File: config.mk
export PLATFORM = sky130hd
export DESIGN_NAME = proc_top
export DESIGN_NICKNAME = d
export VERILOG_FILES = /design/src/logic/isa_pkg.sv /design/src/logic/pipe_pkg.sv /design/src/logic/proc_fetch.sv /design/src/logic/proc_decode.sv /design/src/logic/proc_regfile.sv /design/src/logic/proc_execute.sv /design/src/logic/proc_result.sv /design/src/logic/proc_top.sv
export VERILOG_INCLUDE_DIRS = /design/src /design/src/logic
export SDC_FILE = /design/constraint.sdc
export NUM_CORES = 2
export LEC_CHECK = 0
export BUFFER_PORTS_ARGS = -buffer_cell sky130_fd_sc_hd__buf_2
export CELL_PAD_IN_SITES_DETAIL_PLACEMENT = 0
export CELL_PAD_IN_SITES_GLOBAL_PLACEMENT = 1
export CORE_ASPECT_RATIO = 1.1
export CORE_MARGIN = 2
export CORE_UTILIZATION = 55
export CTS_CLUSTER_DIAMETER = 150
export CTS_CLUSTER_SIZE = 24
export DETAILED_ROUTE_END_ITERATION = 16
export GPL_ROUTABILITY_DRIVEN = 0
export GPL_TIMING_DRIVEN = 0
export PLACE_DENSITY_LB_ADDON = 0.1
export SYNTH_ARGS = -nofsm -noshare
export SYNTH_HDL_FRONTEND = slang
export SYNTH_SLANG_ARGS = --single-unit
File: constraint.sdc
create_clock -name clk -period 15.5 [get_ports clk]
set_input_delay 1.55 -clock clk [delete_from_list [all_inputs] [get_ports clk]]
set_output_delay 1.55 -clock clk [all_outputs]
set_load 0.02 [all_outputs]
File: src/logic/proc_consts.svh
/*
 * Widths, reset PC and CSR numbers shared by the processor
 */
`ifndef PROC_CONSTS_SVH
`define PROC_CONSTS_SVH

// Data path and instruction word width
`define XLEN 32

// Register specifier width
`define REG_ADDR_W 5

// First fetch address out of reset
`define RESET_PC 32'h0000_0200

// CSR number for words sent to the manager
`define CSR_PROC2MNGR 12'h7C0

// CSR number for words read from the manager
`define CSR_MNGR2PROC 12'hFC0

`endif

File: src/logic/isa_pkg.sv
/*
 * TinyRV2 subset encodings and the instruction word views
 */
`include "proc_consts.svh"

package isa_pkg;

  // Major opcodes kept in this core
  typedef enum logic [6:0] {
    OPC_OP     = 7'b0110011,
    OPC_OP_IMM = 7'b0010011,
    OPC_BRANCH = 7'b1100011,
    OPC_JAL    = 7'b1101111,
    OPC_SYSTEM = 7'b1110011
  } opcode_e;

  // ALU funct3 shared by reg-reg and reg-imm forms
  localparam logic [2:0] F3_ADD  = 3'b000;
  localparam logic [2:0] F3_XOR  = 3'b100;
  localparam logic [2:0] F3_OR   = 3'b110;
  localparam logic [2:0] F3_AND  = 3'b111;

  // Branch and CSR funct3
  localparam logic [2:0] F3_BNE  = 3'b001;
  localparam logic [2:0] F3_CSRW = 3'b001;
  localparam logic [2:0] F3_CSRR = 3'b010;

  // funct7 that turns ADD into SUB
  localparam logic [6:0] F7_SUB  = 7'b0100000;

  // R-format view
  typedef struct packed {
    logic [6:0]             funct7;
    logic [`REG_ADDR_W-1:0] rs2;
    logic [`REG_ADDR_W-1:0] rs1;
    logic [2:0]             funct3;
    logic [`REG_ADDR_W-1:0] rd;
    opcode_e                opcode;
  } inst_r_t;

  // I-format view whose imm12 also carries the CSR number
  typedef struct packed {
    logic [11:0]            imm12;
    logic [`REG_ADDR_W-1:0] rs1;
    logic [2:0]             funct3;
    logic [`REG_ADDR_W-1:0] rd;
    opcode_e                opcode;
  } inst_i_t;

  // One fetched word read through either view
  typedef union packed {
    inst_r_t r;
    inst_i_t i;
  } inst_u;

endpackage

File: src/logic/pipe_pkg.sv
/*
 * Pipeline control enums and stage-to-stage records
 */
`include "proc_consts.svh"

package pipe_pkg;

  // ALU operations where CP2 passes operand 2 through
  typedef enum logic [2:0] {
    ALU_ADD,
    ALU_SUB,
    ALU_XOR,
    ALU_AND,
    ALU_OR,
    ALU_CP2
  } alu_fn_e;

  // Writeback value source
  typedef enum logic [1:0] {
    WB_ALU,
    WB_PC4,
    WB_MNGR
  } wb_sel_e;

  // Fetch to decode
  typedef struct packed {
    logic               valid;
    logic [`XLEN-1:0]   pc;
    isa_pkg::inst_u     inst;
  } fd_t;

  // Decode to execute
  typedef struct packed {
    logic                   valid;
    logic [`XLEN-1:0]       pc;
    logic [`XLEN-1:0]       op1;
    logic [`XLEN-1:0]       op2;
    logic [`XLEN-1:0]       rs2_data;
    alu_fn_e                alu_fn;
    wb_sel_e                wb_sel;
    logic                   branch;
    logic [`XLEN-1:0]       target;
    logic                   wen;
    logic [`REG_ADDR_W-1:0] rd;
    logic                   mngr;
  } dx_t;

  // Execute to writeback
  typedef struct packed {
    logic                   valid;
    logic [`XLEN-1:0]       result;
    logic                   wen;
    logic [`REG_ADDR_W-1:0] rd;
    logic                   mngr;
  } xw_t;

  // Pending destination seen by decode
  typedef struct packed {
    logic                   live;
    logic [`REG_ADDR_W-1:0] rd;
  } dest_t;

  // PC redirect request
  typedef struct packed {
    logic               taken;
    logic [`XLEN-1:0]   target;
  } redirect_t;

  // Register file write port
  typedef struct packed {
    logic                   en;
    logic [`REG_ADDR_W-1:0] addr;
    logic [`XLEN-1:0]       data;
  } rf_wr_t;

endpackage

File: src/logic/proc_fetch.sv
/*
 * Fetch stage with the PC register, redirect select and instruction memory address
 */
`timescale 1ns/1ps
`include "proc_consts.svh"

module proc_fetch (
  input  logic                clk,
  input  logic                reset,
  input  logic                stall_d_i,
  input  pipe_pkg::redirect_t br_redirect_i,
  input  pipe_pkg::redirect_t jal_redirect_i,
  output logic [`XLEN-1:0]    imem_addr_o,
  input  logic [`XLEN-1:0]    imem_data_i,
  output pipe_pkg::fd_t       fd_o
);

  logic [`XLEN-1:0] pc_q;
  logic [`XLEN-1:0] pc_next;
  logic             squash;

  // Branch in execute wins over JAL in decode
  always_comb begin
    if (br_redirect_i.taken) begin
      pc_next = br_redirect_i.target;
    end else if (jal_redirect_i.taken) begin
      pc_next = jal_redirect_i.target;
    end else if (stall_d_i) begin
      pc_next = pc_q;
    end else begin
      pc_next = pc_q + 32'd4;
    end
  end

  always_ff @(posedge clk) begin
    if (reset) begin
      pc_q <= `RESET_PC;
    end else begin
      pc_q <= pc_next;
    end
  end

  // Memory answers in the same cycle
  assign imem_addr_o = pc_q;

  // Either redirect kills the word fetched this cycle
  assign squash = br_redirect_i.taken || jal_redirect_i.taken;

  assign fd_o.valid = !squash;
  assign fd_o.pc    = pc_q;
  assign fd_o.inst  = imem_data_i;

endmodule

File: src/logic/proc_decode.sv
/*
 * Decode stage with its stage register, control table, immediates,
 * hazard and manager-input stalls and the JAL redirect
 */
`timescale 1ns/1ps
`include "proc_consts.svh"

module proc_decode (
  input  logic                   clk,
  input  logic                   reset,
  input  pipe_pkg::fd_t          fd_i,
  input  logic                   stall_w_i,
  input  pipe_pkg::redirect_t    br_redirect_i,
  input  pipe_pkg::dest_t        x_dest_i,
  input  pipe_pkg::dest_t        w_dest_i,
  output logic [`REG_ADDR_W-1:0] rs1_addr_o,
  output logic [`REG_ADDR_W-1:0] rs2_addr_o,
  input  logic [`XLEN-1:0]       rs1_data_i,
  input  logic [`XLEN-1:0]       rs2_data_i,
  input  logic [`XLEN-1:0]       mngr2proc_data_i,
  input  logic                   mngr2proc_val_i,
  output logic                   mngr2proc_rdy_o,
  output logic                   stall_d_o,
  output pipe_pkg::redirect_t    jal_redirect_o,
  output pipe_pkg::dx_t          dx_o
);
  import isa_pkg::*;
  import pipe_pkg::*;

  // Operand 2 source
  typedef enum logic [1:0] {
    OP2_RS2,
    OP2_IMM,
    OP2_MNGR,
    OP2_RS1
  } op2_sel_e;

  fd_t              fd_q;
  inst_u            inst;
  logic [`XLEN-1:0] word;
  logic             rs1_en;
  logic             rs2_en;
  logic             wen;
  logic             branch;
  logic             jal;
  logic             csrr;
  logic             csrw;
  op2_sel_e         op2_sel;
  alu_fn_e          alu_fn;
  wb_sel_e          wb_sel;
  logic [`XLEN-1:0] imm_i;
  logic [`XLEN-1:0] imm_b;
  logic [`XLEN-1:0] imm_j;
  logic [`XLEN-1:0] target;
  logic             hazard;
  logic             mngr_wait;
  logic             squash;

  // Same funct3 map for reg-reg and reg-imm
  function automatic alu_fn_e f3_alu(input logic [2:0] f3);
    case (f3)
      F3_ADD:  return ALU_ADD;
      F3_XOR:  return ALU_XOR;
      F3_OR:   return ALU_OR;
      F3_AND:  return ALU_AND;
      default: return ALU_ADD;
    endcase
  endfunction

  function automatic logic dest_hit(input dest_t d, input logic [`REG_ADDR_W-1:0] addr);
    return d.live && (d.rd == addr);
  endfunction

  // ------------------------------------------------
  // Stage register
  // ------------------------------------------------

  // A taken branch overrides the stall since the slot arrives already squashed
  always_ff @(posedge clk) begin
    if (reset) begin
      fd_q.valid <= 1'b0;
    end else if (!stall_d_o || br_redirect_i.taken) begin
      fd_q <= fd_i;
    end
  end

  assign inst = fd_q.inst;
  assign word = fd_q.inst;

  // ------------------------------------------------
  // Control table
  // ------------------------------------------------

  always_comb begin
    rs1_en  = 1'b0;
    rs2_en  = 1'b0;
    wen     = 1'b0;
    branch  = 1'b0;
    jal     = 1'b0;
    csrr    = 1'b0;
    csrw    = 1'b0;
    op2_sel = OP2_RS2;
    alu_fn  = ALU_ADD;
    wb_sel  = WB_ALU;
    case (inst.r.opcode)
      OPC_OP: begin
        rs1_en = 1'b1;
        rs2_en = 1'b1;
        wen    = 1'b1;
        if (inst.r.funct3 == F3_ADD && inst.r.funct7 == F7_SUB) begin
          alu_fn = ALU_SUB;
        end else begin
          alu_fn = f3_alu(inst.r.funct3);
        end
      end
      OPC_OP_IMM: begin
        // NOP lands here as ADDI to x0
        rs1_en  = 1'b1;
        wen     = 1'b1;
        op2_sel = OP2_IMM;
        alu_fn  = f3_alu(inst.i.funct3);
      end
      OPC_BRANCH: begin
        branch = (inst.r.funct3 == F3_BNE);
        rs1_en = branch;
        rs2_en = branch;
      end
      OPC_JAL: begin
        jal    = 1'b1;
        wen    = 1'b1;
        wb_sel = WB_PC4;
      end
      OPC_SYSTEM: begin
        csrr   = (inst.i.funct3 == F3_CSRR) && (inst.i.imm12 == `CSR_MNGR2PROC);
        csrw   = (inst.i.funct3 == F3_CSRW) && (inst.i.imm12 == `CSR_PROC2MNGR);
        rs1_en = csrw;
        wen    = csrr;
        alu_fn = ALU_CP2;
        if (csrr) begin
          op2_sel = OP2_MNGR;
          wb_sel  = WB_MNGR;
        end else begin
          op2_sel = OP2_RS1;
        end
      end
      default: begin
        // Unsupported words retire as no-ops
      end
    endcase
  end

  // Immediates
  assign imm_i = {{20{inst.i.imm12[11]}}, inst.i.imm12};
  assign imm_b = {{20{word[31]}}, word[7], word[30:25], word[11:8], 1'b0};
  assign imm_j = {{12{word[31]}}, word[19:12], word[20], word[30:21], 1'b0};

  // One adder for the JAL and BNE targets
  assign target = fd_q.pc + (jal ? imm_j : imm_b);

  assign rs1_addr_o = inst.r.rs1;
  assign rs2_addr_o = inst.r.rs2;

  // ------------------------------------------------
  // Stalls and redirect
  // ------------------------------------------------

  // Wait until the producer has left writeback
  assign hazard = (rs1_en && (dest_hit(x_dest_i, inst.r.rs1) ||
                              dest_hit(w_dest_i, inst.r.rs1))) ||
                  (rs2_en && (dest_hit(x_dest_i, inst.r.rs2) ||
                              dest_hit(w_dest_i, inst.r.rs2)));

  assign mngr_wait = csrr && !mngr2proc_val_i;
  assign squash    = br_redirect_i.taken;
  assign stall_d_o = stall_w_i || (fd_q.valid && (hazard || mngr_wait));

  // Input word taken only when nothing else holds the CSRR
  assign mngr2proc_rdy_o = fd_q.valid && csrr && !hazard && !stall_w_i && !squash;

  assign jal_redirect_o.taken  = fd_q.valid && jal && !stall_d_o && !squash;
  assign jal_redirect_o.target = target;

  // Bubble goes out when stalled or squashed
  always_comb begin
    dx_o.valid = fd_q.valid && !stall_d_o && !squash;
    dx_o.pc    = fd_q.pc;
    dx_o.op1   = rs1_data_i;
    case (op2_sel)
      OP2_IMM:  dx_o.op2 = imm_i;
      OP2_MNGR: dx_o.op2 = mngr2proc_data_i;
      OP2_RS1:  dx_o.op2 = rs1_data_i;
      default:  dx_o.op2 = rs2_data_i;
    endcase
    dx_o.rs2_data = rs2_data_i;
    dx_o.alu_fn   = alu_fn;
    dx_o.wb_sel   = wb_sel;
    dx_o.branch   = branch;
    dx_o.target   = target;
    dx_o.wen      = wen;
    dx_o.rd       = inst.r.rd;
    dx_o.mngr     = csrw;
  end

endmodule

File: src/logic/proc_regfile.sv
/*
 * Register file with two read ports and one write port
 */
`timescale 1ns/1ps
`include "proc_consts.svh"

module proc_regfile (
  input  logic                   clk,
  input  pipe_pkg::rf_wr_t       wr_i,
  input  logic [`REG_ADDR_W-1:0] rs1_addr_i,
  input  logic [`REG_ADDR_W-1:0] rs2_addr_i,
  output logic [`XLEN-1:0]       rs1_data_o,
  output logic [`XLEN-1:0]       rs2_data_o
);

  logic [`XLEN-1:0] regs [(1 << `REG_ADDR_W)];

  // x0 is never written
  always_ff @(posedge clk) begin
    if (wr_i.en && (wr_i.addr != '0)) begin
      regs[wr_i.addr] <= wr_i.data;
    end
  end

  // Combinational reads with x0 forced to zero
  assign rs1_data_o = (rs1_addr_i == '0) ? '0 : regs[rs1_addr_i];
  assign rs2_data_o = (rs2_addr_i == '0) ? '0 : regs[rs2_addr_i];

endmodule

File: src/logic/proc_execute.sv
/*
 * Execute stage with its stage register, ALU, BNE resolution and link value
 */
`timescale 1ns/1ps
`include "proc_consts.svh"

module proc_execute (
  input  logic                clk,
  input  logic                reset,
  input  pipe_pkg::dx_t       dx_i,
  input  logic                stall_w_i,
  output pipe_pkg::redirect_t br_redirect_o,
  output pipe_pkg::dest_t     x_dest_o,
  output pipe_pkg::xw_t       xw_o
);
  import pipe_pkg::*;

  dx_t              dx_q;
  logic [`XLEN-1:0] alu_out;
  logic [`XLEN-1:0] pc_plus4;

  // Moves only when writeback moves
  always_ff @(posedge clk) begin
    if (reset) begin
      dx_q.valid <= 1'b0;
    end else if (!stall_w_i) begin
      dx_q <= dx_i;
    end
  end

  // ------------------------------------------------
  // ALU
  // ------------------------------------------------

  always_comb begin
    case (dx_q.alu_fn)
      ALU_SUB: alu_out = dx_q.op1 - dx_q.op2;
      ALU_XOR: alu_out = dx_q.op1 ^ dx_q.op2;
      ALU_AND: alu_out = dx_q.op1 & dx_q.op2;
      ALU_OR:  alu_out = dx_q.op1 | dx_q.op2;
      ALU_CP2: alu_out = dx_q.op2;
      default: alu_out = dx_q.op1 + dx_q.op2;
    endcase
  end

  assign pc_plus4 = dx_q.pc + 32'd4;

  // Taken BNE is held back while the stage is stalled
  assign br_redirect_o.taken  = dx_q.valid && dx_q.branch &&
                                (dx_q.op1 != dx_q.rs2_data) && !stall_w_i;
  assign br_redirect_o.target = dx_q.target;

  // Destination for decode hazard checks
  assign x_dest_o.live = dx_q.valid && dx_q.wen && (dx_q.rd != '0);
  assign x_dest_o.rd   = dx_q.rd;

  always_comb begin
    xw_o.valid = dx_q.valid;
    case (dx_q.wb_sel)
      WB_PC4:  xw_o.result = pc_plus4;
      WB_MNGR: xw_o.result = dx_q.op2;
      default: xw_o.result = alu_out;
    endcase
    xw_o.wen  = dx_q.wen;
    xw_o.rd   = dx_q.rd;
    xw_o.mngr = dx_q.mngr;
  end

endmodule

File: src/logic/proc_result.sv
/*
 * Writeback stage with its stage register, register write and manager output
 */
`timescale 1ns/1ps
`include "proc_consts.svh"

module proc_result (
  input  logic              clk,
  input  logic              reset,
  input  pipe_pkg::xw_t     xw_i,
  output logic [`XLEN-1:0]  proc2mngr_data_o,
  output logic              proc2mngr_val_o,
  input  logic              proc2mngr_rdy_i,
  output logic              stall_w_o,
  output pipe_pkg::dest_t   w_dest_o,
  output pipe_pkg::rf_wr_t  wr_o
);
  import pipe_pkg::*;

  xw_t xw_q;

  always_ff @(posedge clk) begin
    if (reset) begin
      xw_q.valid <= 1'b0;
    end else if (!stall_w_o) begin
      xw_q <= xw_i;
    end
  end

  // Output word waits here for the manager
  assign stall_w_o = xw_q.valid && xw_q.mngr && !proc2mngr_rdy_i;

  // val and data stay put until the transfer
  assign proc2mngr_val_o  = xw_q.valid && xw_q.mngr;
  assign proc2mngr_data_o = xw_q.result;

  // Written once as the instruction leaves
  assign wr_o.en   = xw_q.valid && xw_q.wen && !stall_w_o;
  assign wr_o.addr = xw_q.rd;
  assign wr_o.data = xw_q.result;

  assign w_dest_o.live = xw_q.valid && xw_q.wen && (xw_q.rd != '0);
  assign w_dest_o.rd   = xw_q.rd;

endmodule

File: src/logic/proc_top.sv
/*
 * Processor top level joining fetch, decode, execute, writeback and the register file
 */
`timescale 1ns/1ps
`include "proc_consts.svh"

module proc_top (
  input  logic             clk,
  input  logic             reset,
  output logic [`XLEN-1:0] imem_addr_o,
  input  logic [`XLEN-1:0] imem_data_i,
  input  logic [`XLEN-1:0] mngr2proc_data_i,
  input  logic             mngr2proc_val_i,
  output logic             mngr2proc_rdy_o,
  output logic [`XLEN-1:0] proc2mngr_data_o,
  output logic             proc2mngr_val_o,
  input  logic             proc2mngr_rdy_i
);
  import pipe_pkg::*;

  // ------------------------------------------------
  // Stage records and control
  // ------------------------------------------------

  fd_t                    fd;
  dx_t                    dx;
  xw_t                    xw;
  rf_wr_t                 wr;
  dest_t                  x_dest;
  dest_t                  w_dest;
  redirect_t              br_redirect;
  redirect_t              jal_redirect;
  logic                   stall_w;
  logic                   stall_d;
  logic [`REG_ADDR_W-1:0] rs1_addr;
  logic [`REG_ADDR_W-1:0] rs2_addr;
  logic [`XLEN-1:0]       rs1_data;
  logic [`XLEN-1:0]       rs2_data;

  proc_fetch i_fetch (
    .clk            (clk),
    .reset          (reset),
    .stall_d_i      (stall_d),
    .br_redirect_i  (br_redirect),
    .jal_redirect_i (jal_redirect),
    .imem_addr_o    (imem_addr_o),
    .imem_data_i    (imem_data_i),
    .fd_o           (fd)
  );

  proc_decode i_decode (
    .clk              (clk),
    .reset            (reset),
    .fd_i             (fd),
    .stall_w_i        (stall_w),
    .br_redirect_i    (br_redirect),
    .x_dest_i         (x_dest),
    .w_dest_i         (w_dest),
    .rs1_addr_o       (rs1_addr),
    .rs2_addr_o       (rs2_addr),
    .rs1_data_i       (rs1_data),
    .rs2_data_i       (rs2_data),
    .mngr2proc_data_i (mngr2proc_data_i),
    .mngr2proc_val_i  (mngr2proc_val_i),
    .mngr2proc_rdy_o  (mngr2proc_rdy_o),
    .stall_d_o        (stall_d),
    .jal_redirect_o   (jal_redirect),
    .dx_o             (dx)
  );

  proc_regfile i_regfile (
    .clk        (clk),
    .wr_i       (wr),
    .rs1_addr_i (rs1_addr),
    .rs2_addr_i (rs2_addr),
    .rs1_data_o (rs1_data),
    .rs2_data_o (rs2_data)
  );

  proc_execute i_execute (
    .clk           (clk),
    .reset         (reset),
    .dx_i          (dx),
    .stall_w_i     (stall_w),
    .br_redirect_o (br_redirect),
    .x_dest_o      (x_dest),
    .xw_o          (xw)
  );

  proc_result i_result (
    .clk              (clk),
    .reset            (reset),
    .xw_i             (xw),
    .proc2mngr_data_o (proc2mngr_data_o),
    .proc2mngr_val_o  (proc2mngr_val_o),
    .proc2mngr_rdy_i  (proc2mngr_rdy_i),
    .stall_w_o        (stall_w),
    .w_dest_o         (w_dest),
    .wr_o             (wr)
  );

endmodule

==> out/results.ini <==
[clock_tree]
postCtsSetupBuffers=0
cts_tree=done
cts.sinks=1344
clk_pin_slew_ns=0.10
postCtsHoldBufs=0
ctsResizeCount=0
root_buffer=clkbuf_16
numCtsBuffers=66
h-tree-depth=3
clock_latency_ns=0.70
clockBufferDepth=3

[synthesis]
yosysMostFrequentCell=edfxtp_1
synth-edff-count=1299
ys_seq_area_frac=0.595
ys.flop_type=edfxtp_1
synthTopCellsByCount=1299 x edfxtp_1, 640 x mux4_2, 240 x nor2_1
netlist.area_leader.share=0.582
avgSynthCellArea_um2=17.0
synth_top_area_cell=edfxtp_1
syn-cell-area_mm2=0.0671
synth_cell_types=82
ys_warn_count=0
ys_ff_latch=1344
synth_area_leaders=edfxtp_1 58%, mux4_2 21%, ha_1 2.4%
synthArstFlopShare=0
synth_cells=3955

[global_routing]
antenna_found_initial=4
grtUsageTotal=0.342
grt_pass1_vias=40100
grt_overflow=0
grt_max_degree=74
grt_pass1_wl_mm=296

[critical_path]
r2r_start=i_execute.dx_q[42]
cp_slowest_cell=buf_1
reg2regPathDepth=16
worstPathRequired_ns=15.88
regToRegSetupSlack_ns=8.33
cp_cell_sequence=clkbuf_1, buf_1, nand2_1, clkbuf_1, o31ai_1, xnor2_1, ha_1, o21a_1, o31a_1, o31ai_1, o211ai_1, o211ai_1, a21boi_0, o31a_1, o211a_1, nor3_1
cpPeakStageDelay_ns=0.81
start_kind=register
cp.arrival_ns=7.55
end_kind=register
rr_endpoint=i_result.proc2mngr_data_o[25]
worstPathMaxFanout=10
worst-setup-path-type=register to register

[worst_hold_path]
min_delay_path_depth=0
min_path_type=register to register
holdPathEnd=i_result.xw_q[0]
hp-start=i_execute.xw_o[0]

[layout]
nFillCells=9043
multi_input_area_mm2=0.0257
antennaDiodeCount=0
drive_gt1_frac=0.257
fin_util=0.603
fin_nets=4434
regArea_mm2=0.0399
synthToLayoutAreaGrowth_pct=8.95

[sta]
worst_pin_slew_ns=1.41
setup_viol=0
fin_crit_sh=0.463
rsz0062_at_grt=no
drv_slew=0
finalClockSkew_ns=0.0260
report.final.hold_viol_count=0
max_freq_mhz=139
layout_min_cycle_time_ns=7.17
slew_headroom=0.0540
timing.final.ws_setup_ns=8.33

[power_and_ir_drop]
powerDensity_mw_per_mm2=107
power.leakage_uw=0.0241
worst_ir_drop_vdd_v=0.000124

[route]
wl_per_cell_um=35.8
first_pass_iters=7
routed_wl_mm=211
via_per_inst=6.99
drt_iter0_drc=5730
drc=0
ant_nets=0
vias=41200

[placement]
io_buffers=133
dp_slack_ns=8.60
dp_hpwl_mm=151

[die]
start_util=0.553
chipHeight_um=370
rows=134
ios=134
die_w_um=337
dieArea_mm2=0.125
core_area_mm2=0.121

[job]
max_cap_violations=0

[status]
status=finished clean

## flip-flops by register name (all words and copies together) (netlist names), named ones only
name                       cells
i_fetch.imem_addr_o           32
i_decode.dx_o                 32
i_regfile.regs              1024
i_result.proc2mngr_data_o     32
i_execute.br_redirect_o       32
i_decode.inst                 32
i_execute.x_dest_o             5
i_execute.dx_q               133
i_execute.xw_o                 3
i_result.xw_q                  3
i_decode.fd_q                  1
i_result.w_dest_o              5
## metrics by stage
stage	total power [uW]	hold WS, ns	setup TNS (ns)	cell area (um2)	std cells
after global routing	8020	0.453	0	73100	5890
after CTS	7790	0.446	0	73100	5889
final	7800	0.444	0	73100	5890
after floorplan	5290	0.400	0	67200	3986
after detailed placement	5850	0.421	0	71200	5797
after global placement	5840	0.406	-321.21	69900	5751
## cell families (layout without fill, tap and decap cells)
family	after synthesis	after routing	share of synthesized area
multiplexers	756	756	0.232
flip-flops	1344	1344	0.595
AND/OR/NAND/NOR	630	630	0.0447
other	1	32	0.0000559
AO/OA/AOI/OAI	516	516	0.0526
buffers and inverters	403	675	0.0278
adder cells (fa/ha/maj)	132	132	0.0248
XOR/XNOR	173	173	0.0226
## where the power goes
part | internal (uW) | leakage [uW] | total, uW | switching, uW
clock network | 844 | 0.000914 | 1990 | 1150
registers | 4200 | 0.0123 | 4420 | 223
logic | 577 | 0.0109 | 1390 | 810
## worst max-delay path: cells and delay by family, from the launching register on
family	cells	cell delay [ns]
simple gates	2	1.39
fa+ha+maj	1	0.30
xor+xnor	1	0.16
compound gates	9	2.50
buf+inv	3	1.99
flops	1	0.51
## area by class of cell
type	instances	area share
Sequential cell	1344	0.546
Multi-Input combinational cell	2239	0.351
Tap cell	1632	0.0279
Clock buffer	89	0.0252
Timing Repair Buffer	180	0.0236
Buffer	307	0.0206
Inverter	96	0.00493
Clock inverter	3	0.000496
## layout by cell type, fill, tap and decap left out, types with 17 or more instances in the layout
cell and n:
and3_1 20, nor3_1 36, nor2_1 208, nor2_4 32
o32a_1 21, o21ai_0 88, mux2i_1 100, ha_1 130
a222oi_1 21, o21a_1 17, a211oi_1 38, inv_1 95
buf_1 26, dfxtp_1 45, a221oi_1 28, mux4_2 640
buf_4 66, edfxtp_1 1299, clkbuf_16 71, nand2b_1 34
a22oi_1 18, a21o_1 46, xor2_1 37, nand2_1 137
clkbuf_1 167, conb_1 32, buf_2 195, nand4_1 22
nand3_1 58, a21oi_1 134, xnor2_1 136, buf_12 31
## worst max-delay path by stage
stage                            start                             to  slack (ns)  cells past startpoint
floorplan                        reset     i_execute.br_redirect_o[0]        3.98                      3
global placement                 reset  i_result.proc2mngr_data_o[17]       -1.57                      4
detailed placement  i_execute.dx_q[42]  i_result.proc2mngr_data_o[25]        8.60                     16
CTS                 i_execute.dx_q[42]  i_result.proc2mngr_data_o[25]        8.54                     16
global route        i_execute.dx_q[42]  i_result.proc2mngr_data_o[25]        8.33                     16
finish              i_execute.dx_q[42]  i_result.proc2mngr_data_o[25]        8.33                     16
## per-layer routing
metal	vias to the layer above	GRT usage	routed length (um)
met5	-	0	0
met4	0	0.156	10700
met3	442	0.0625	21600
met2	2506	0.553	102000
met1	21500	0.456	76100
li1	16700	-	-
Note: power is estimated with default switching activity, not from simulation.
